### src/cache_settings.svh
// Cache geometry
// Write-back set-associative data cache, word-aligned requests only
// Derived widths follow from the base sizes below

`ifndef CACHE_SETTINGS_SVH
`define CACHE_SETTINGS_SVH

// Base geometry
`define CACHE_ADDR_W          16
`define CACHE_DATA_W          32
`define CACHE_LINE_BYTES      16
`define CACHE_SETS            8
`define CACHE_WAYS            4

// Address split, byte offset inside a line
`define CACHE_OFFSET_W        ($clog2(`CACHE_LINE_BYTES))
`define CACHE_INDEX_W         ($clog2(`CACHE_SETS))
`define CACHE_TAG_W           (`CACHE_ADDR_W - `CACHE_INDEX_W - `CACHE_OFFSET_W)
`define CACHE_WAY_W           ($clog2(`CACHE_WAYS))

// Line layout
`define CACHE_LINE_W          (`CACHE_LINE_BYTES * 8)
`define CACHE_WORDS_PER_LINE  (`CACHE_LINE_W / `CACHE_DATA_W)

`endif
### src/cache_pkg.sv
// Cache types
// Request, command, result and memory transfer structs shared by all blocks

`include "cache_settings.svh"

package cache_pkg;

    // Basic fields
    typedef logic [`CACHE_DATA_W-1:0]                  word_t;
    typedef logic [`CACHE_LINE_W-1:0]                  line_t;
    typedef logic [`CACHE_TAG_W-1:0]                   tag_t;
    typedef logic [`CACHE_INDEX_W-1:0]                 index_t;
    typedef logic [`CACHE_WAY_W-1:0]                   way_t;
    typedef logic [$clog2(`CACHE_WORDS_PER_LINE)-1:0] word_sel_t;
    typedef logic [`CACHE_DATA_W/8-1:0]                strb_t;

    // Byte address seen as tag / set index / offset
    typedef struct packed {
        tag_t                        tag;
        index_t                      index;
        logic [`CACHE_OFFSET_W-1:0]  offset;
    } cache_addr_fields_t;

    // Same address word, raw or split
    typedef union packed {
        logic [`CACHE_ADDR_W-1:0]    raw;
        cache_addr_fields_t          fields;
    } cache_addr_u;

    // Requester side, 53 bits
    typedef struct packed {
        cache_addr_u  addr;
        word_t        wdata;
        strb_t        strb;
        logic         write;
    } cpu_req_t;

    // Next-level memory, one full line per transfer
    typedef struct packed {
        cache_addr_u  addr;
        line_t        wline;
        logic         write;
    } mem_req_t;

    // Decoded command from the entry stage
    typedef struct packed {
        tag_t       tag;
        index_t     index;
        word_sel_t  word_sel;
        word_t      wdata;
        strb_t      strb;
        logic       write;
    } cache_cmd_t;

    // Access outcome, hit low means the line was refilled
    typedef struct packed {
        word_t  rdata;
        logic   hit;
        logic   write;
    } cache_result_t;

endpackage

### src/resp_unit.sv
// Response unit
// Four-phase ack toward the requester, read data and the miss pulse

`timescale 1ns/1ns

module resp_unit
    import cache_pkg::*;
(
    input  logic           clk_i,
    input  logic           rst_ni,
    input  logic           res_valid_i,
    input  cache_result_t  res_i,
    input  logic           req_i,
    output logic           ack_o,
    output word_t          rdata_o,
    output logic           miss_o,
    output logic           txn_done_o
);

    // Handshake state
    always_ff @(posedge clk_i or negedge rst_ni) begin
        if (!rst_ni) begin
            ack_o      <= 1'b0;
            miss_o     <= 1'b0;
            txn_done_o <= 1'b0;
        end else begin
            miss_o     <= res_valid_i && !res_i.hit;
            // Release completes as ack drops
            txn_done_o <= ack_o && !req_i;
            if (res_valid_i) begin
                ack_o <= 1'b1;
            end else if (!req_i) begin
                ack_o <= 1'b0;
            end
        end
    end

    // Writes return zero data
    always_ff @(posedge clk_i) begin
        if (res_valid_i) begin
            rdata_o <= res_i.write ? '0 : res_i.rdata;
        end
    end

    // A result only arrives for a request still held high
    assert property (@(posedge clk_i) disable iff (!rst_ni)
        $rose(ack_o) |-> $past(req_i));

endmodule

### config.mk
export PLATFORM = sky130hd
export DESIGN_NAME = resp_unit
export DESIGN_NICKNAME = d
export VERILOG_FILES = /design/src/cache_pkg.sv /design/src/resp_unit.sv
export VERILOG_INCLUDE_DIRS = /design/src /design/src/src
export SDC_FILE = /design/constraint.sdc
export NUM_CORES = 1
export LEC_CHECK = 0
export ABC_CLOCK_PERIOD_IN_PS = 800
export BUFFER_PORTS_ARGS = -buffer_cell sky130_fd_sc_hd__buf_2
export CAP_MARGIN = 30
export CELL_PAD_IN_SITES_DETAIL_PLACEMENT = 0
export CELL_PAD_IN_SITES_GLOBAL_PLACEMENT = 1
export CORE_MARGIN = 2
export CORE_UTILIZATION = 33
export DETAILED_ROUTE_END_ITERATION = 6
export PLACE_DENSITY_LB_ADDON = 0.1
export SLEW_MARGIN = 20
export SYNTH_ARGS = -nofsm -noshare
export SYNTH_HDL_FRONTEND = slang
export SYNTH_SLANG_ARGS = --single-unit
### constraint.sdc
create_clock -name clk_i -period 0.8 [get_ports clk_i]
set_clock_uncertainty 0.05 [all_clocks]
set_input_delay 0.12 -clock clk_i [delete_from_list [all_inputs] [get_ports clk_i]]
set_output_delay 0.12 -clock clk_i [all_outputs]
set_load 0.05 [all_outputs]
# Word-level counts from Yosys, hierarchy flattened
# Index checks and enable logic that the tools add are counted.
# Widths: inputs -> output; s select.
# op_classes
n_reduce_logical,4
n_lt_le_gt_ge,0
n_addsub,0
n_mux,2
n_div,0
n_bitwise,0
eq_ne,1
multipliers,0
shift,0
# ops
operator,n
$logic_and 1x1->1,2
$logic_not 1->1,2
$mux 1,2
$ne 2x2->1 const B,1
# totals
latchBits,0
ff_bits,35
romBits,0
out_inout_bits,35
ramBits,0
word_cells,11
inputBits,38
n_memories,0

# Logic depth before layout (Yosys ltp)
# Gate-level depths: netlist of run 1.
# logic_depth
ltp_word,2
ltp_mapped,2
depth_no_buf,1

# Least setup slack after synthesis of run 1
# No wires, ideal clock.
# synth_timing
path_type,register to register
start,"reg, netlist name ack_o"
end,reg ack_o
stages_incl_launch_ff,2
n_path_buf,0
setup_time_ns,0.118
synth_period_minus_slack_ns,0.933
required_time_ns,0.632
t_arrival_ns,0.765
setup_slack_ns,-0.133
cell_sequence,dfrtp_1 a21o_1
# synth_lines
item,line,source
end signal: assignment,resp_unit.sv:23,ack_o <= 1'b0;
end signal: assignment,resp_unit.sv:31,ack_o <= 1'b1;
end signal: assignment,resp_unit.sv:33,ack_o <= 1'b0;
end: declaration,resp_unit.sv:14,"output logic ack_o,"

# Worst setup path after layout of run 1
# layout_timing
start,reg rdata_o[23]
end,out rdata_o[23]
# layout_lines
item,line,source
start: declaration,resp_unit.sv:15,"output word_t rdata_o,"
start signal: assignment,resp_unit.sv:41,rdata_o <= res_i.write ? '0 : res_i.rdata;
# No word-level cell between the ends.

==> impl_metrics.toml, run 1 <==
[status]
run_status = "complete, but fails checks"
violations = "setup timing"

[sta]
maxSlewHeadroom = 0.924
finalCriticalPeriod_ns = 1.03
rsz0062_at_grt = "true"
setup_viol = 37
worst_slew_pin_slew_ns = 0.114
setup-tns-final_ns = -6.96
hold_viol = 0
drv_slew = 0
setup_ws_ns = -0.231
finalCritPeriodShare = 1.29
fmax_mhz = 970

[flow_run]
drv_cap = 0

[worst_setup_path]
crit_type = "flip-flop to primary output"
crit_family = "flip-flops"
rr_worst_depth = 2
arrival_ns = 0.86
critPathMaxFanout = 1
r2r-end = "ack_o"
timing.rr.start = "ack_o"
critPathRequiredTime_ns = 0.63
crit_slowest_cell = "edfxtp_1"
crit_chain = "buf_6"
timing.critical_path.buf_inv = 1
slowest_delay_ns = 0.41
cp-start-kind = "flip-flop"
rrSetupSlack_ns = -0.03
crit_path_end_kind = "primary output"

[pwr]
ir_drop_mv = 1.30
p_sw_w = 0.00129
p_leak_nw = 0.887
swShare = 0.278
pwr-share-clk = 0.294
design_power_total_w = 0.00464
internal_power_w = 0.00335
powerDensity_nw_per_um2 = 2190
power_frac_comb = 0.227
p_seq_frac = 0.479

[synth]
synthXorXnorAreaFrac = 0
yosysWarnings = 0
syn_area_um2 = 1280
synthSimpleGateAreaFrac = 0.166
synth_mux_area_frac = 0
synth-compound-area-share = 0.00587
syn_inst = 73
syn_nets = 111
yosys.area_share.adder = 0
synth_top_family_by_area = "simple AND/OR/NAND/NOR gates"
syn_avg_cell_area_um2 = 17.5
synth_seq_cells = 35
ys_seq_area_frac = 0.810
yosysUniqueCellTypes = 5

[clock_network]
worstSkewPairLatency_ns = 0.28
cts_tree = "built"
clockBufferDepth = 2
clk_pin_slew_ns = 0.07
h-tree-depth = 2
cts_inserted_buffers = 5
clock-sinks = 35
cts-root-buf = "clkbuf_8"

[routing]
drcViolationCount = 0
drt-pass1-iter-count = 2
detail_route.wl_per_cell_um = 11.5
wl_um = 2370
drt-initial-drc-count = 19
via_per_inst = 4.19
num_vias = 863
antenna_left = 0

[die]
boundaryPins = 73
design.core.area_um2 = 3690
die_w_um = 66.3
die-area_um2 = 4390
rows = 22
initial_utilization = 0.347
die_h_um = 66.3

[layout]
fillers = 326
layout_commonest_cell = "buf_2"
seqCellArea_um2 = 1040
area_growth_pct = 65.9
drive_gt1_frac = 0.544
fin_nets = 195
multiInputGateArea_um2 = 220
layout_common_cells = "buf_2, buf_6, nor2b_1"
final_cells = 206
diodes = 0
design_area_um2 = 2120

[placed_design]
placed_area_um2 = 1760
gp_congestion = 0.622
portBuffers = 72
pre_cts_ws_ns = 0.00773
dp_cells = 194

[hold_path]
hold_depth = 2
hp-start = "res_i[27]"
whs_endpoint = "rdata_o[25]"
hold_path.class = "input port to flip-flop"

[global_routing]
grtUsageTotal = 0.122
grtUsageMet1 = 0.132
grt_pass1_wl_um = 3950
grtUsageMet2 = 0.195
grt_pass1_vias = 926
grtUsageMet3 = 0.0767
grt_antenna_before_repair = 0
grt_overflow = 0
grt_max_degree = 20
grt_busiest_layer = "met2"
==> synthesized netlist by cell type, drive strengths merged <==
| cell type | n | area, um^2 |
|---|---|---|
| a21o | 1 | 7.51 |
| dfrtp | 3 | 75.1 |
| buf | 3 | 22.5 |
| edfxtp | 32 | 961 |
| nor2b | 34 | 213 |
==> cells by family after synthesis <==
group,after synthesis
buffers and inverters,3
AO/OA/AOI/OAI,1
AND/OR/NAND/NOR,34
flip-flops,35
==> through the flow <==
stage | hold WS, ns | utilization
2_1_floorplan | -0.226 | -
3_3_place_gp | -0.137 | 0.477
3_5_place_dp | -0.134 | 0.477
4_1_cts | 0.0638 | 0.572
5_1_grt | 0.0656 | 0.575
6_report | 0.0739 | 0.575
==> routing by layer <==
layer | routed length [um] | vias to the layer above
met5 | 0 | -
met2 | 1160 | 48
met3 | 317 | 2
met1 | 874 | 397
li1 | - | 416
met4 | 17 | 0
==> cell type report <==
| cell class | instances | share of cell area |
|---|---|---|
| clock buffer | 7 | 0.0454 |
| clock inverter | 1 | 0.00354 |
| sequential | 35 | 0.489 |
| tap | 48 | 0.0283 |
| multi-input combinational | 35 | 0.104 |
| timing repair buffer | 80 | 0.330 |
==> power groups by stage <==
stage	registers (W)	logic, W	clock network [W]
global placement	0.00222	0.000879	0
floorplan	0.00273	0.0000846	0
global route	0.00224	0.00111	0.00153
finish	0.00222	0.00105	0.00137
detailed placement	0.00223	0.000884	0
CTS	0.00223	0.00106	0.00142
==> flip-flops by register name (all words and copies together) (netlist names) <==
| name | cells |
|---|---|
| miss_o | 1 |
| rdata_o | 32 |
| txn_done_o | 1 |
| ack_o | 1 |
==> timing repair <==
action | in CTS | in global routing
endpoints found under the hold margin | 6 | 0
setup buffers | 0 | 1
hold buffers | 3 | 0
resized for setup | 70 | 1
setup endpoints to repair | 35 | 36
==> how the worst max path moves through the flow <==
stage,from,endpoint,slack [ns],cells after the start
floorplan,ack_o,ack_o,-0.05,1
global placement,res_valid_i,rdata_o[1],0.02,2
detailed placement,res_i[0],rdata_o[17],0.008,3
CTS,rdata_o[23],rdata_o[23],-0.26,1
global route,rdata_o[29],rdata_o[29],-0.27,1
finish,rdata_o[23],rdata_o[23],-0.23,1
No activity file was read; power rests on OpenSTA's default activity.
==> inputs of run 2 (changes only) <==
--- a/config.mk
+++ b/config.mk
@@ -6,7 +6,7 @@
 export SDC_FILE = /design/constraint.sdc
 export NUM_CORES = 1
 export LEC_CHECK = 0
-export ABC_CLOCK_PERIOD_IN_PS = 800
+export ABC_CLOCK_PERIOD_IN_PS = 1100
 export BUFFER_PORTS_ARGS = -buffer_cell sky130_fd_sc_hd__buf_2
 export CAP_MARGIN = 30
 export CELL_PAD_IN_SITES_DETAIL_PLACEMENT = 0
==> constraint.sdc (replaced) <==
create_clock -name clk_i -period 1.1 [get_ports clk_i]
set_clock_uncertainty 0.05 [all_clocks]
set_input_delay 0.165 -clock clk_i [delete_from_list [all_inputs] [get_ports clk_i]]
set_output_delay 0.165 -clock clk_i [all_outputs]
set_load 0.05 [all_outputs]
==> impl_metrics.toml, run 2 (synthesized netlist as in run 1, its figures left out) <==
[status]
run_status = "completed"

[clock_network]
h-tree-depth = 2
cts_tree = "built"
clk_pin_slew_ns = 0.07
cts-root-buf = "clkbuf_8"
worstSkewPairLatency_ns = 0.28
clockBufferDepth = 2
cts_inserted_buffers = 5
clock-sinks = 35

[worst_setup_path]
crit_chain = "buf_2"
arrival_ns = 0.85
cp-start-kind = "flip-flop"
crit_path_end_kind = "primary output"
crit_slowest_cell = "edfxtp_1"
slowest_delay_ns = 0.32
crit_family = "flip-flops"
timing.critical_path.buf_inv = 1
critPathMaxFanout = 1
critPathRequiredTime_ns = 0.88
crit_type = "flip-flop to primary output"

[layout]
layout_commonest_cell = "buf_2"
layout_common_cells = "buf_2, nor2b_1, edfxtp_1"
diodes = 0
fin_nets = 194
drive_gt1_frac = 0.529
largest_reg_flops = 32
design_area_um2 = 2000
top_register = "rdata_o"
area_growth_pct = 56.3

[global_routing]
grt_max_degree = 35
grt_pass1_wl_um = 3440
grt_antenna_before_repair = 0
grtUsageTotal = 0.114
grt_pass1_vias = 788
grt_overflow = 0

[sta]
drv_slew = 0
hold_slack_ns = 0.117
fmax_mhz = 936
setup_ws_ns = 0.0319
setup-tns-final_ns = 0
hold_viol = 0
setup_viol = 0
finalCriticalPeriod_ns = 1.07
maxSlewHeadroom = 0.836
rsz0062_at_grt = "true"
worst_slew_pin_slew_ns = 0.247
finalCritPeriodShare = 0.971

[routing]
drcViolationCount = 0
antenna_left = 0
wl_met3_um = 300
wl_met2_um = 1070
drt-initial-drc-count = 23
wl_met1_um = 905
via_per_inst = 4.00
detail_route.wl_per_cell_um = 11.3
drt-pass1-iter-count = 3
routed.top_layer = "met4"
num_vias = 820
wl_um = 2310

[placed_design]
gp_congestion = 0.590
dp_hpwl_um = 1630
portBuffers = 72
pre_cts_ws_ns = 0.249
placed_area_um2 = 1720

[die]
die_h_um = 66.3
die-area_um2 = 4390
initial_utilization = 0.347
rows = 22
design.core.area_um2 = 3690
boundaryPins = 73
die_w_um = 66.3

[pwr]
ir_drop_mv = 0.725
p_leak_nw = 0.846
powerDensity_nw_per_um2 = 1660

[hold_path]
hold_path.class = "input port to flip-flop"

[flow_run]
drv_cap = 0
[run 2: layer usage]
metal  global-route usage  up-vias
met5                    0        -
met1                0.120      355
met3               0.0733        4
li1                     -      417
met4               0.0689        0
met2                0.170       44
[run 2: final timing paths]
kind                             from           to  slack (ns)  cells past startpoint
setup / recovery           rdata_o[2]   rdata_o[2]        0.03                      1
hold / removal              res_i[31]  rdata_o[29]        0.12                      2
setup reg to reg                ack_o        ack_o        0.28                      2
hold reg to reg                 ack_o        ack_o        0.55                      2
max in group asynchronous      rst_ni       miss_o        0.74                      2
min in group asynchronous      rst_ni   txn_done_o        0.15                      2
[run 2: repair_timing]
action                     CTS  global route
setup endpoints to repair    5            31
resized for setup            5            68
hold endpoints to repair     5             0
hold buffers                 3             0
setup buffers                0             1
[run 2: per-stage QoR]
step                      cells   util  power [W]
final                       205  0.542    0.00331
after global routing        205  0.542    0.00346
after CTS                   204  0.506    0.00326
after detailed placement    193  0.467    0.00225
after global placement      193  0.467    0.00224
after floorplan              73      -    0.00205
[run 2: layout make-up]
class                      instances  area [um^2]
sequential                        35         1040
clock buffer                       8          100
tap                               48         60.1
timing repair buffer              79          582
multi-input combinational         35          220
fill                             334         1690
[run 2: power breakdown]
group	total (W)	internal [W]	switching, W
clock network	0.00100	0.000571	0.000430
logic	0.000713	0.000249	0.000463
registers	0.00160	0.00157	0.0000338
total	0.00331	0.00239	0.000927
==> inputs of run 3 (changes only) <==
--- a/config.mk
+++ b/config.mk
@@ -15,6 +15,7 @@
 export CORE_UTILIZATION = 33
 export DETAILED_ROUTE_END_ITERATION = 6
 export PLACE_DENSITY_LB_ADDON = 0.1
+export RECOVER_POWER = 25
 export SLEW_MARGIN = 20
 export SYNTH_ARGS = -nofsm -noshare
 export SYNTH_HDL_FRONTEND = slang
==> impl_metrics.toml, run 3 (synthesized netlist as in run 1, its figures left out) <==
[die]
rows = 22
die-area_um2 = 4390
die_h_um = 66.3
die_w_um = 66.3
design.core.area_um2 = 3690
boundaryPins = 73
initial_utilization = 0.347

[layout]
fin_nets = 194
top_register = "rdata_o"
diodes = 0
layout_commonest_cell = "buf_2"
largest_reg_flops = 32
area_growth_pct = 54.9
design_area_um2 = 1980
final_cells = 205
drive_gt1_frac = 0.516
layout_common_cells = "buf_2, nor2b_1, edfxtp_1"

[worst_setup_path]
crit_family = "flip-flops"
crit_slowest_cell = "edfxtp_1"
crit_chain = "buf_2"
arrival_ns = 0.85
cp-start-kind = "flip-flop"
timing.critical_path.buf_inv = 1
crit_type = "flip-flop to primary output"
critPathMaxFanout = 1
critPathRequiredTime_ns = 0.88
crit_path_end_kind = "primary output"
slowest_delay_ns = 0.32

[clock_network]
clk_pin_slew_ns = 0.07
h-tree-depth = 2
clockBufferDepth = 2
clock-sinks = 35
worstSkewPairLatency_ns = 0.28
cts-root-buf = "clkbuf_8"
cts_inserted_buffers = 5
cts_tree = "built"

[global_routing]
grt_pass1_wl_um = 3440
grt_pass1_vias = 788
grt_max_degree = 35
grt_antenna_before_repair = 0
grt_overflow = 0
grtUsageTotal = 0.114

[pwr]
p_leak_nw = 0.836
ir_drop_mv = 0.725
powerDensity_nw_per_um2 = 1670

[sta]
fmax_mhz = 936
setup_ws_ns = 0.0319
worst_slew_pin_slew_ns = 0.399
hold_viol = 0
rsz0062_at_grt = "true"
maxSlewHeadroom = 0.734
drv_slew = 0
setup-tns-final_ns = 0
setup_viol = 0
finalCriticalPeriod_ns = 1.07
finalCritPeriodShare = 0.971

[hold_path]
hold_path.class = "input port to flip-flop"

[placed_design]
dp_hpwl_um = 1630
portBuffers = 72
gp_congestion = 0.590
placed_area_um2 = 1720
dp_cells = 193
pre_cts_ws_ns = 0.249

[routing]
via_per_inst = 4.00
drt-initial-drc-count = 23
drcViolationCount = 0
drt-pass1-iter-count = 3
detail_route.wl_per_cell_um = 11.3
num_vias = 819
antenna_left = 0
wl_um = 2310

[flow_run]
drv_cap = 0

[status]
run_status = "completed"
## run 3: cell types whose count changed in the layout (fill, tap and decap cells not counted), sizes merged
cell,delta
buf,-3
clkbuf,+3
## run 3: routing by layer
layer	wire length [um]	GRT usage	vias up
met5	0	0	-
met4	33	0.0689	0
met3	301	0.0733	4
met2	1070	0.170	44
met1	907	0.120	354
li1	-	-	417
## run 3: cell type report
cell class,count,area (um^2)
clock buffers,8,100
fillers,338,1710
multi-input cells,35,220
flip-flops and latches,35,1040
well taps,48,60.1
repair buffers,79,564
## run 3: through the flow
stage	hold slack [ns]	total power [W]	util
2_1_floorplan	-0.181	0.00205	-
5_1_grt	0.110	0.00345	0.537
3_3_place_gp	-0.0889	0.00224	0.467
4_1_cts	0.112	0.00326	0.506
3_5_place_dp	-0.0858	0.00225	0.467
6_report	0.117	0.00331	0.537
## run 3: path summary, 6_finish.rpt
check	from	to	slack (ns)	cells past startpoint
setup reg to reg	ack_o	ack_o	0.28	2
min in group asynchronous	rst_ni	txn_done_o	0.17	2
hold reg to reg	ack_o	ack_o	0.55	2
hold / removal	res_i[31]	rdata_o[29]	0.12	2
max in group asynchronous	rst_ni	miss_o	0.68	2
setup / recovery	rdata_o[2]	rdata_o[2]	0.03	1
## run 3: power breakdown
part | internal (W) | switching [W]
Combinational | 0.000242 | 0.000462
Clock | 0.000571 | 0.000430
Sequential | 0.00157 | 0.0000338
Total | 0.00238 | 0.000926
## run 3: what timing repair did
item	4_1_cts	5_1_grt
endpoints found under the setup margin	5	31
buffers inserted	0	1
hold endpoints to repair	5	0
hold buffers	3	0
resized for setup	5	68
## run 3: worst register-to-register path, delay by kind of cell, from the launching register on
kind	cells	cell delay, ns
compound gates	1	0.14
flops	1	0.39
buf+inv	1	0.14
