[config.mk]
export PLATFORM = sky130hd
export DESIGN_NAME = req_decode
export DESIGN_NICKNAME = d
export VERILOG_FILES = /design/src/cache_pkg.sv /design/src/req_decode.sv
export VERILOG_INCLUDE_DIRS = /design/src /design/src/src
export SDC_FILE = /design/constraint.sdc
export NUM_CORES = 1
export LEC_CHECK = 0
export BUFFER_PORTS_ARGS = -buffer_cell sky130_fd_sc_hd__buf_4
export CAP_MARGIN = 20
export CORE_UTILIZATION = 36
export DETAILED_ROUTE_END_ITERATION = 6
export PLACE_DENSITY = 0.74
export SYNTH_ARGS = -nofsm -noshare
export SYNTH_HDL_FRONTEND = slang
export SYNTH_SLANG_ARGS = --single-unit
export TNS_END_PERCENT = 1
[constraint.sdc]
create_clock -name clk_i -period 2.25 [get_ports clk_i]
set_clock_uncertainty 0.05 [all_clocks]
set_input_delay 0.1125 -clock clk_i [delete_from_list [all_inputs] [get_ports clk_i]]
set_output_delay 0.1125 -clock clk_i [all_outputs]
set_load 0.03 [all_outputs]
[src/cache_settings.svh]
// Cache geometry
// Write-back set-associative data cache, word-aligned requests only
// Derived widths follow from the base sizes below

`ifndef CACHE_SETTINGS_SVH
`define CACHE_SETTINGS_SVH

// Base geometry
`define CACHE_ADDR_W          16
`define CACHE_DATA_W          32
`define CACHE_LINE_BYTES      16
`define CACHE_SETS            8
`define CACHE_WAYS            4

// Address split, byte offset inside a line
`define CACHE_OFFSET_W        ($clog2(`CACHE_LINE_BYTES))
`define CACHE_INDEX_W         ($clog2(`CACHE_SETS))
`define CACHE_TAG_W           (`CACHE_ADDR_W - `CACHE_INDEX_W - `CACHE_OFFSET_W)
`define CACHE_WAY_W           ($clog2(`CACHE_WAYS))

// Line layout
`define CACHE_LINE_W          (`CACHE_LINE_BYTES * 8)
`define CACHE_WORDS_PER_LINE  (`CACHE_LINE_W / `CACHE_DATA_W)

`endif
[src/cache_pkg.sv]
// Cache types
// Request, command, result and memory transfer structs shared by all blocks

`include "cache_settings.svh"

package cache_pkg;

    // Basic fields
    typedef logic [`CACHE_DATA_W-1:0]                  word_t;
    typedef logic [`CACHE_LINE_W-1:0]                  line_t;
    typedef logic [`CACHE_TAG_W-1:0]                   tag_t;
    typedef logic [`CACHE_INDEX_W-1:0]                 index_t;
    typedef logic [`CACHE_WAY_W-1:0]                   way_t;
    typedef logic [$clog2(`CACHE_WORDS_PER_LINE)-1:0] word_sel_t;
    typedef logic [`CACHE_DATA_W/8-1:0]                strb_t;

    // Byte address seen as tag / set index / offset
    typedef struct packed {
        tag_t                        tag;
        index_t                      index;
        logic [`CACHE_OFFSET_W-1:0]  offset;
    } cache_addr_fields_t;

    // Same address word, raw or split
    typedef union packed {
        logic [`CACHE_ADDR_W-1:0]    raw;
        cache_addr_fields_t          fields;
    } cache_addr_u;

    // Requester side, 53 bits
    typedef struct packed {
        cache_addr_u  addr;
        word_t        wdata;
        strb_t        strb;
        logic         write;
    } cpu_req_t;

    // Next-level memory, one full line per transfer
    typedef struct packed {
        cache_addr_u  addr;
        line_t        wline;
        logic         write;
    } mem_req_t;

    // Decoded command from the entry stage
    typedef struct packed {
        tag_t       tag;
        index_t     index;
        word_sel_t  word_sel;
        word_t      wdata;
        strb_t      strb;
        logic       write;
    } cache_cmd_t;

    // Access outcome, hit low means the line was refilled
    typedef struct packed {
        word_t  rdata;
        logic   hit;
        logic   write;
    } cache_result_t;

endpackage

[src/req_decode.sv]
// Request entry stage
// Captures a new four-phase request and splits its address for the controller

`timescale 1ns/1ns
`include "cache_settings.svh"

module req_decode
    import cache_pkg::*;
(
    input  logic        clk_i,
    input  logic        rst_ni,
    input  logic        req_i,
    input  cpu_req_t    cpu_req_i,
    input  logic        txn_done_i,
    output logic        cmd_valid_o,
    output cache_cmd_t  cmd_o
);

    // Byte position inside a word
    localparam int BYTE_W = $clog2(`CACHE_DATA_W / 8);

    logic busy_q;
    logic accept;

    // A new request enters once the previous one has fully released
    assign accept = req_i && (!busy_q || txn_done_i);

    always_ff @(posedge clk_i or negedge rst_ni) begin
        if (!rst_ni) begin
            busy_q      <= 1'b0;
            cmd_valid_o <= 1'b0;
        end else begin
            cmd_valid_o <= accept;
            if (accept) begin
                busy_q <= 1'b1;
            end else if (txn_done_i) begin
                busy_q <= 1'b0;
            end
        end
    end

    // Command payload stays put for the whole transaction
    always_ff @(posedge clk_i) begin
        if (accept) begin
            cmd_o.tag      <= cpu_req_i.addr.fields.tag;
            cmd_o.index    <= cpu_req_i.addr.fields.index;
            cmd_o.word_sel <= cpu_req_i.addr.fields.offset[`CACHE_OFFSET_W-1:BYTE_W];
            cmd_o.wdata    <= cpu_req_i.wdata;
            cmd_o.strb     <= cpu_req_i.strb;
            cmd_o.write    <= cpu_req_i.write;
        end
    end

    // Response unit only releases a transaction that was accepted here
    assert property (@(posedge clk_i) disable iff (!rst_ni)
        txn_done_i |-> busy_q);

    // Requester must send word-aligned addresses
    assert property (@(posedge clk_i) disable iff (!rst_ni)
        accept |-> (cpu_req_i.addr.fields.offset[BYTE_W-1:0] == '0));

endmodule

# ---- Word-level counts from Yosys, hierarchy flattened
# Cells that the tools add are included.
dict set report totals {
  regBits 53
  output_inout_bits 52
}
dict set report op_classes {
  mux 2
  reduce_logical 4
}
# operator count
set ops {}
lappend ops {{two-way mux 1 bit} 2}
lappend ops {{nonzero test 2 bit} 1}
lappend ops {{logical AND 1 bit} 1}
lappend ops {{logical NOT 1 bit} 1}
lappend ops {{logical OR 1 bit} 1}

# ---- Longest topological paths before layout
# Gate-level depths: netlist (run 1).
dict set report depth {
  word_depth 4
  depth_mapped 2
}

# ---- Worst setup path before layout (run 1)
# No wires, ideal clock.
dict set report synth_path {
  path_type {register to register}
  startpoint {reg busy_q}
  endpoint {reg cmd_o[0] (netlist name) (enable)}
  setup_ns 0.414
  t_arrival_ns 1.658
  slack_ns 0.128
  path_stages_with_launch 3
  n_path_buf 0
  synth_period_minus_slack_ns 2.122
  path_cell_list {dfrtp_1 -> nand2b_1 -> and2_1}
}
dict set report synth_via {
  elab_chain_cells 3
}
# item line_no
set synth_lines {}
lappend synth_lines {{start: declaration} req_decode.sv:22} ;# logic busy_q;
lappend synth_lines {{start signal: assignment} req_decode.sv:30} ;# busy_q <= 1'b0;
lappend synth_lines {{start signal: assignment} req_decode.sv:35} ;# busy_q <= 1'b1;
lappend synth_lines {{start signal: assignment} req_decode.sv:37} ;# busy_q <= 1'b0;
lappend synth_lines {{logical NOT 1 bit} req_decode.sv:26} ;# assign accept = req_i && (!busy_q || txn_done_i);
lappend synth_lines {{logical OR 1 bit} req_decode.sv:26}
lappend synth_lines {{logical AND 1 bit} req_decode.sv:26}
lappend synth_lines {{named net accept} req_decode.sv:23} ;# logic accept;
lappend synth_lines {{end: declaration} req_decode.sv:16} ;# output cache_cmd_t cmd_o
# The timed path passes the listed nets, and every way through them passes these cells.
# A chain may end at the register's enable or synchronous reset.

# ---- Worst setup path in the final report (run 1)
dict set report layout_path {
  startpoint {reg busy_q}
  endpoint {reg cmd_o[42] (netlist name) (enable)}
}
# Same word-level chain as after synthesis.

==> qor.yml, run 1 <==
met3_length_um: 545
finalCritPeriodShare_pct: 55.56
start_util_pct: 38.62
cts_buffer_depth: 2
root_buffer: "clkbuf_8"
globalRouteOverflowTotal: 0
die_area_um2: 4716
crit_start: "busy_q$_DFFE_PN0P_"
holdWs_ns: 0.05586
top_layer: "met4"
critical_path.slowest_cell: "dfrtp_1"
arrival_ns: 1.19
dieWidth_um: 68.67
yosysTopAreaCell: "edfxtp_1"
synth_top_area_share_pct: 95.70
ys_types: 4
cp_max_fo: 52
path_clk_slew_ns: 0.09
hold_path_depth: 3
final_antenna_net_count: 0
finalWeightedCongestion: 0.7010
async_reset_ff_share_pct: 3.774
final_max_slew_viol_count: 0
dp_cells: 213
reg2regPathDepth: 3
end_kind: "flop"
cts_buffers: 5
crit_family: "flip-flops"
wl_per_cell_um: 15.49
vias: 1200
clk_latency_ns: 0.29
syn_avg_cell_area_um2: 28.58
hold_class: "input port to flop"
via_per_inst: 4.380
num_io_pins: 109
drive_gt1_share_pct: 51.79
cts_tree: "built"
ys_seq_area_share_pct: 98.83
fmax_ghz: 0.8000
synth_area_um2: 1600
grt_pass1_vias: 1276
met2WireLength_um: 2252
synthTopCellsByCount: "edfxtp_1 (51), dfrtp_1 (2), nand2b_1 (2)"
synth_area_leaders: "edfxtp_1 (96%), dfrtp_1 (3.1%), nand2b_1 (0.78%), and2_1 (0.39%)"
r2r_end: "cmd_o[42]$_DFFE_PP_"
h-tree-depth: 2
path_buf_inv: 1
worstPathCellList: "nand2b_1, and2_2, buf_12"
antenna_found_initial: 0
total_power_mw: 2.061
power_density_nw_per_um2: 663.6
setup_viol_count_final: 0
wl_met1_um: 1412
first_pass_iters: 4
wl_um: 4245
die_y_um: 68.67
setup_tns_ns: 0
hold_viol_final: 0
finalCriticalPeriod_ns: 1.250
cpPeakStageDelay_ns: 0.37
worst_pin_slew_ns: 0.2646
path_class: "flop to flop"
rsz0062_at_grt: "false"
worstPathRequired_ns: 2.19
synthFlopType: "edfxtp_1"
core_area_um2: 4144
drv_cap: 0
max-vdd-ir-drop_mv: 0.6410
grt_pass1_wl_um: 5961
layout.nets: 280
dpl_cell_area_um2: 2480
synth_edf_count: 51
dr.first_iter.drc_count: 67
reg2reg_slack_ns: 1.0
crit_path_end: "cmd_o[42]$_DFFE_PP_"
final_area_um2: 3105
drc: 0
outcome: "completed"
synth_warnings: 0
synth.net_count: 113
start_kind: "flop"
rows: 23
final_cells: 274
grt_use_total_pct: 18.81
areaGrowthSynthToFinish_pct: 94.06
slew_headroom_pct: 82.36
p_leak_nw: 1.306
numPortBuffers: 106
reg2reg_from: "busy_q$_DFFE_PN0P_"
grt_max_degree: 53
path_depth: 3
insertedDiodeCount: 0
cts.sinks: 53
synthesis.instances: 56
synth.most_common_cell: "edfxtp_1"
yosys_register_bits: 53
==> cells by family (layout without fill, tap and decap cells) <==
family	Yosys count	in the layout	share of synthesized area [%]
buffers and inverters	0	168	0
AND/OR/NAND/NOR	3	3	1.173
flip-flops	53	53	98.83
==> worst min path at each step <==
stage	from	end	slack, ns
floorplan	rst_ni	busy_q$_DFFE_PN0P_	-0.23
global placement	rst_ni	busy_q$_DFFE_PN0P_	-0.16
detailed placement	rst_ni	cmd_valid_o$_DFF_PN0_	-0.15
CTS	rst_ni	cmd_valid_o$_DFF_PN0_	0.05
global route	txn_done_i	busy_q$_DFFE_PN0P_	0.09
finish	txn_done_i	busy_q$_DFFE_PN0P_	0.06
==> cell type report <==
cell class | count | area (um^2)
clock buffer | 5 | 68.82
tap | 50 | 62.56
multi-input combinational | 3 | 20.02
timing repair buffer | 160 | 1346
clock inverter | 3 | 26.28
fill | 244 | 1039
sequential | 53 | 1582
==> worst reg2reg max path: cells and delay by family (launching register included) <==
| kind | cells | cell delay [ns] |
|---|---|---|
| flip-flops | 1 | 0.37 |
| buffers and inverters | 1 | 0.26 |
| AND/OR/NAND/NOR | 2 | 0.25 |
==> registers in the layout (all words and copies together), names as in the netlist <==
| name | flops |
|---|---|
| cmd_o | 51 |
| busy_q | 1 |
| cmd_valid_o | 1 |
==> layer usage <==
layer / GRT usage, % / vias up
li1: - / 552
met1: 18.49 / 567
met2: 32.97 / 77
met3: 11.18 / 4
met4: 5.469 / 0
met5: 0 / -
==> cells in the final DEF (no fill, tap or decap) <==
cell type / count
clkinv_4: 2
edfxtp_1: 51
nand2b_1: 2
dlygate4sd3_1: 53
buf_12: 1
clkbuf_8: 5
inv_6: 1
and2_2: 1
dfrtp_1: 2
buf_4: 106
==> timing repair <==
action | 4_1_cts | 5_1_grt
resized for setup | 0 | 0
endpoints found under the hold margin | 54 | 0
setup buffers | 0 | 0
endpoints found under the setup margin | 0 | 0
hold buffers | 53 | 0
==> power by group <==
| group | internal [mW] | leakage [nW] | switching (mW) |
|---|---|---|---|
| logic | 0.185 | 0.749 | 0.177 |
| clock network | 0.227 | 0.0487 | 0.309 |
| registers | 1.15 | 0.509 | 0.0164 |
==> per-stage QoR <==
stage	setup WS, ns	utilization (%)
after floorplan	0.1280	-
after global placement	1.025	59.84
after detailed placement	0.9862	59.84
after CTS	0.9812	74.94
after global routing	0.9205	74.94
final	0.9999	74.94
Note: power is estimated with default switching activity, not from simulation.
==> run 2, diff against run 1 <==
clock period = 1.1 ns   (was 2.25 ns; I/O delays follow)
==> run 2 against run 1 <==
  * The flow now finishes with violations (setup timing)
  * Largest cell class unchanged
  * Critical path type unchanged
  * Largest power group unchanged
  * Die area unchanged
  * Setup slack got worse by 1.1 ns
  * Via count increased by 2.6%
  * Register-to-register slack worse by 1.1 ns
  * Worst hold slack lost 0.053 ns
  * Final cell count up 1.8%
==> qor.yml, run 2 (synthesized netlist as in run 1, its figures left out) <==
hold_class: "input port to flop"
drc: 0
dp_slack_ns: -0.06959
outcome: "finished, violations left"
dp_cells: 217
cts_buffers: 5
mostFrequentLayoutCell: "buf_4"
violations: "setup timing"
drv_cap: 0
arrival_ns: 1.19
worst_slack_ns: -0.1136
finalWeightedCongestion: 0.6947
dp_hpwl_um: 2719
fmax_ghz: 0.8240
dr.first_iter.drc_count: 52
root_buffer: "clkbuf_8"
rsz0062_at_grt: "true"
path_class: "flop to flop"
cts_tree: "built"
reg2reg_slack_ns: -0.11
final_cells: 279
num_io_pins: 109
end_kind: "flop"
core_area_um2: 4144
grt_pass1_wl_um: 7258
worstPathRequired_ns: 1.07
die_y_um: 68.67
insertedDiodeCount: 0
p_leak_nw: 1.332
wl_per_cell_um: 18.32
slew_headroom_pct: 91.82
via_per_inst: 4.412
cts_buffer_depth: 2
vias: 1231
grt_max_degree: 20
h-tree-depth: 2
cts_setup_buffers: 0
dieWidth_um: 68.67
hold_viol_final: 0
layout.nets: 285
rows: 23
final_antenna_net_count: 0
cts.sinks: 53
final_cell_mix: "buf_4 (109), dlygate4sd3_1 (54), edfxtp_1 (51), clkbuf_8 (5)"
globalRouteOverflowTotal: 0
largest_reg_flops: 51
areaGrowthSynthToFinish_pct: 97.11
final_max_slew_viol_count: 0
start_util_pct: 38.62
path_clk_slew_ns: 0.10
die_area_um2: 4716
first_pass_iters: 4
drive_gt1_share_pct: 52.40
wl_um: 5112
top_register: "cmd_o"
grt_pass1_vias: 1380
numPortBuffers: 106
worst_pin_slew_ns: 0.1223
clk_latency_ns: 0.31
setup_viol_count_final: 51
start_kind: "flop"
max-vdd-ir-drop_mv: 1.030
grt_use_total_pct: 23.86
top_regs: "cmd_o x51, busy_q x1, cmd_valid_o x1"
finalCriticalPeriod_ns: 1.214
finalCritPeriodShare_pct: 110.3
antenna_found_initial: 0
cp_max_fo: 19
power_density_nw_per_um2: 1358
## run 2: cell types whose count changed in the layout (fill, tap and decap cells not counted)
cell           previous run  this run
clkinv_2                  0         1
and2_2                    1         0
buf_12                    1         2
dlygate4sd3_1            53        54
buf_4                   106       109
clkinv_4                  2         0
clkinvlp_4                0         1
and2_4                    0         1
## run 2: repair_timing
| item | in CTS | in global routing |
|---|---|---|
| endpoints found under the setup margin | 51 | 51 |
| gates resized for setup | 0 | 0 |
| pin swaps | 0 | 0 |
| hold endpoints to repair | 54 | 0 |
| hold buffers | 54 | 0 |
## run 2: report_power, final
group	switching, mW	internal [mW]	total, mW
clock network	0.665	0.453	1.12
logic	0.381	0.400	0.781
registers	0.0402	2.34	2.38
total	1.09	3.20	4.28
## run 2: final timing paths
path	depth (start not counted)	end	from
setup / recovery	3	cmd_o[25]$_DFFE_PP_	busy_q$_DFFE_PN0P_
hold / removal	3	busy_q$_DFFE_PN0P_	txn_done_i
setup reg to reg	3	cmd_o[25]$_DFFE_PP_	busy_q$_DFFE_PN0P_
hold reg to reg	2	busy_q$_DFFE_PN0P_	busy_q$_DFFE_PN0P_
max in group asynchronous	3	cmd_valid_o$_DFF_PN0_	rst_ni
min in group asynchronous	3	busy_q$_DFFE_PN0P_	rst_ni
## run 2: worst max-delay path: stages (launching register included)
cell and delay (ns):
dfrtp_1 0.38, nand2b_1 0.10, and2_4 0.21, buf_12 0.17
## run 2: per-layer routing
layer	global-route usage, %	wire length [um]	part of all wire [%]
met5	0	0	0
met4	14.58	197	3.9
met3	9.046	435	8.5
met2	38.60	2572	50
met1	26.58	1907	37
## run 2: layout make-up
type	count	area [um^2]
clock inverter	3	21.27
tap	50	62.56
sequential	53	1582
multi-input combinational	3	21.27
clock buffer	5	68.82
timing repair buffer	165	1399
fill	238	989.7
## run 2: per-stage QoR
| step | hold slack [ns] | power (mW) | setup TNS [ns] | instance area, um^2 | util [%] |
|---|---|---|---|---|---|
| CTS | -0.02267 | 4.248 | -3.871 | 3154 | 76.12 |
| floorplan | -0.2906 | 2.675 | -10.48 | 1603 | - |
| global placement | -0.2113 | 3.013 | -1.435 | 2524 | 60.90 |
| global route | 0.03776 | 4.420 | -7.999 | 3154 | 76.12 |
| detailed placement | -0.2095 | 3.032 | -3.282 | 2524 | 60.90 |
| finish | 0.002694 | 4.284 | -5.181 | 3154 | 76.12 |
==> run 3, diff against run 2 <==
ABC_AREA = 1   (was unset)
SETUP_SLACK_MARGIN = 0.02   (was unset)
==> run 3 against run 2 <==
  * The flow still finishes with violations (setup timing)
  * Count of clock-buffer cells in the layout rose by 1
  * Worst hold slack improved by 0.30 ns
  * Routed wire length down 1.7%
  * Clock power increased by 13%
  * First-iteration DRC count is 31% higher
  * Fmax shrank 0.25%
  * Sequential power about the same
  * Flip-flop and latch count unchanged
  * Global-route usage shrank 3.2 points
  * Final cell count up 1.8%
  * Combinational power up 4.2%
  * Synthesized cell count grew 3.6%
==> qor.yml, run 3 <==
outcome: "finished, violations left"
violations: "setup timing"
numPortBuffers: 106
final_area_um2: 3253
cts_buffer_depth: 2
synth-xor-area-share_pct: 0
die_area_um2: 4730
fillers: 231
path_class: "flop to flop"
top_register: "cmd_o"
worst_slack_ns: -0.1166
cts_buffers: 5
worst_pin_slew_ns: 0.1371
synth_area_leaders: "edfxtp_1 (95%), dfrtp_1 (3.1%), a21oi_2 (0.55%), inv_1 (0.47%), nand2_1 (0.47%)"
clk_latency_ns: 0.30
rsz0062_at_grt: "true"
synth_edf_count: 51
grt_pass1_vias: 1386
synth-compound-area-share_pct: 0.5456
die_y_um: 68.78
largest_reg_flops: 51
end_kind: "flop"
power_density_nw_per_um2: 1374
h-tree-depth: 2
cts_resized: 0
synth_top_area_share_pct: 95.40
synth.net_count: 115
synth_area_um2: 1605
max-vdd-ir-drop_mv: 1.066
first_pass_iters: 4
dr.first_iter.drc_count: 68
drv_cap: 0
finalWeightedCongestion: 0.6767
slew_headroom_pct: 90.86
mostFrequentLayoutCell: "buf_4"
cts_tree: "built"
grt_max_degree: 29
drc: 0
synthFlopType: "edfxtp_1"
top_regs: "cmd_o x51, busy_q x1, cmd_valid_o x1"
final_antenna_net_count: 0
grt_pass1_wl_um: 6541
ys_seq_area_share_pct: 98.52
areaGrowthSynthToFinish_pct: 102.6
synth_top_family_by_area: "compound AO/OA/AOI/OAI gates"
dp_slack_ns: -0.1101
synthMuxAreaShare_pct: 0
num_io_pins: 109
globalRouteOverflowTotal: 0
start_util_pct: 38.74
yosysTopAreaCell: "edfxtp_1"
p_leak_nw: 1.379
yosys_register_bits: 53
cp_max_fo: 12
antenna_found_initial: 0
layout.nets: 289
core_area_um2: 4144
synthesis.instances: 58
async_reset_ff_share_pct: 3.774
rows: 23
synth.most_common_cell: "edfxtp_1"
ys_types: 5
cts.sinks: 53
final_cell_mix: "buf_4 (106), dlygate4sd3_1 (55), edfxtp_1 (51), clkbuf_8 (5), buf_12 (3)"
final_max_slew_viol_count: 0
drive_gt1_share_pct: 51.50
hold_class: "input port to flop"
root_buffer: "clkbuf_8"
path_clk_slew_ns: 0.09
synthAdderAreaFrac_pct: 0
wl_per_cell_um: 17.70
yosys.area_share.simple_pct: 0.4677
dpl_cell_area_um2: 2511
vias: 1257
setup_viol_count_final: 51
arrival_ns: 1.19
hold_viol_final: 0
fmax_ghz: 0.8219
dieWidth_um: 68.78
syn_avg_cell_area_um2: 27.68
finalCritPeriodShare_pct: 110.6
synthTopCellsByCount: "edfxtp_1 (51), dfrtp_1 (2), inv_1 (2), nand2_1 (2), a21oi_2 (1)"
worstPathRequired_ns: 1.08
finalCriticalPeriod_ns: 1.217
grt_use_total_pct: 20.66
via_per_inst: 4.426
wl_um: 5026
synth_warnings: 0
start_kind: "flop"
[run 3: power breakdown]
group / switching [mW] / internal, mW
registers: 0.0404 / 2.34
clock network: 0.597 / 0.676
logic: 0.387 / 0.427
total: 1.02 / 3.45
[run 3: layer usage]
| metal | vias up | routed length, um | global-route usage (%) |
|---|---|---|---|
| li1 | 574 | - | - |
| met1 | 596 | 1726 | 21.20 |
| met2 | 76 | 2741 | 37.50 |
| met3 | 11 | 445 | 7.072 |
| met4 | 0 | 112 | 9.694 |
| met5 | - | 0 | 0 |
[run 3: area by class of cell]
cell class              instances  area [um^2]  share of cell area (%)
diodes                          1        2.502                 0.07692
clock buffers                   6        72.57                   2.231
clock inverters                 2        35.03                   1.077
inverters                       2        7.507                  0.2308
multi-input cells               3        23.77                  0.7308
flip-flops and latches         53         1582                   48.62
well taps                      50        62.56                   1.923
repair buffers                167         1468                   45.12
[run 3: cell families after synthesis]
| kind of cell | after synthesis |
|---|---|
| simple gates | 2 |
| buf+inv | 2 |
| flops | 53 |
| compound gates | 1 |
[run 3: critical path: stages (launching register included)]
cell and delay, ns:
dfrtp_1 0.42, a21oi_4 0.15, buf_12 0.15, clkbuf_16 0.16
[run 3: path summary, 6_finish.rpt]
check | startpoint | endpoint | slack (ns) | depth (start not counted)
worst max-delay path | busy_q$_DFFE_PN0P_ | cmd_o[46]$_DFFE_PP_ | -0.12 | 3
worst min-delay path | req_i | cmd_valid_o$_DFF_PN0_ | 0.31 | 5
worst max register to register | busy_q$_DFFE_PN0P_ | cmd_o[46]$_DFFE_PP_ | -0.12 | 3
worst min register to register | busy_q$_DFFE_PN0P_ | busy_q$_DFFE_PN0P_ | 0.52 | 2
max in group asynchronous | rst_ni | busy_q$_DFFE_PN0P_ | 0.28 | 3
min in group asynchronous | rst_ni | cmd_valid_o$_DFF_PN0_ | 0.59 | 3
[run 3: timing repair]
| item | in CTS | in global routing |
|---|---|---|
| hold buffers | 55 | 0 |
| setup endpoints to repair | 51 | 51 |
| cloned | 0 | 3 |
| setup buffers | 0 | 1 |
| hold endpoints to repair | 54 | 0 |
| pin swaps | 0 | 1 |
[run 3: per-stage QoR]
stage	utilization (%)	hold WS (ns)	total power, mW	instances	TNS (ns)
2_1_floorplan	-	-0.2906	2.681	58	-34.00
3_3_place_gp	60.60	-0.2112	3.004	216	-3.322
3_5_place_dp	60.60	-0.2076	3.020	216	-5.110
4_1_cts	76.48	0.1590	4.426	279	-5.681
5_1_grt	78.44	0.3154	4.606	283	-6.561
6_report	78.50	0.3056	4.471	284	-5.227
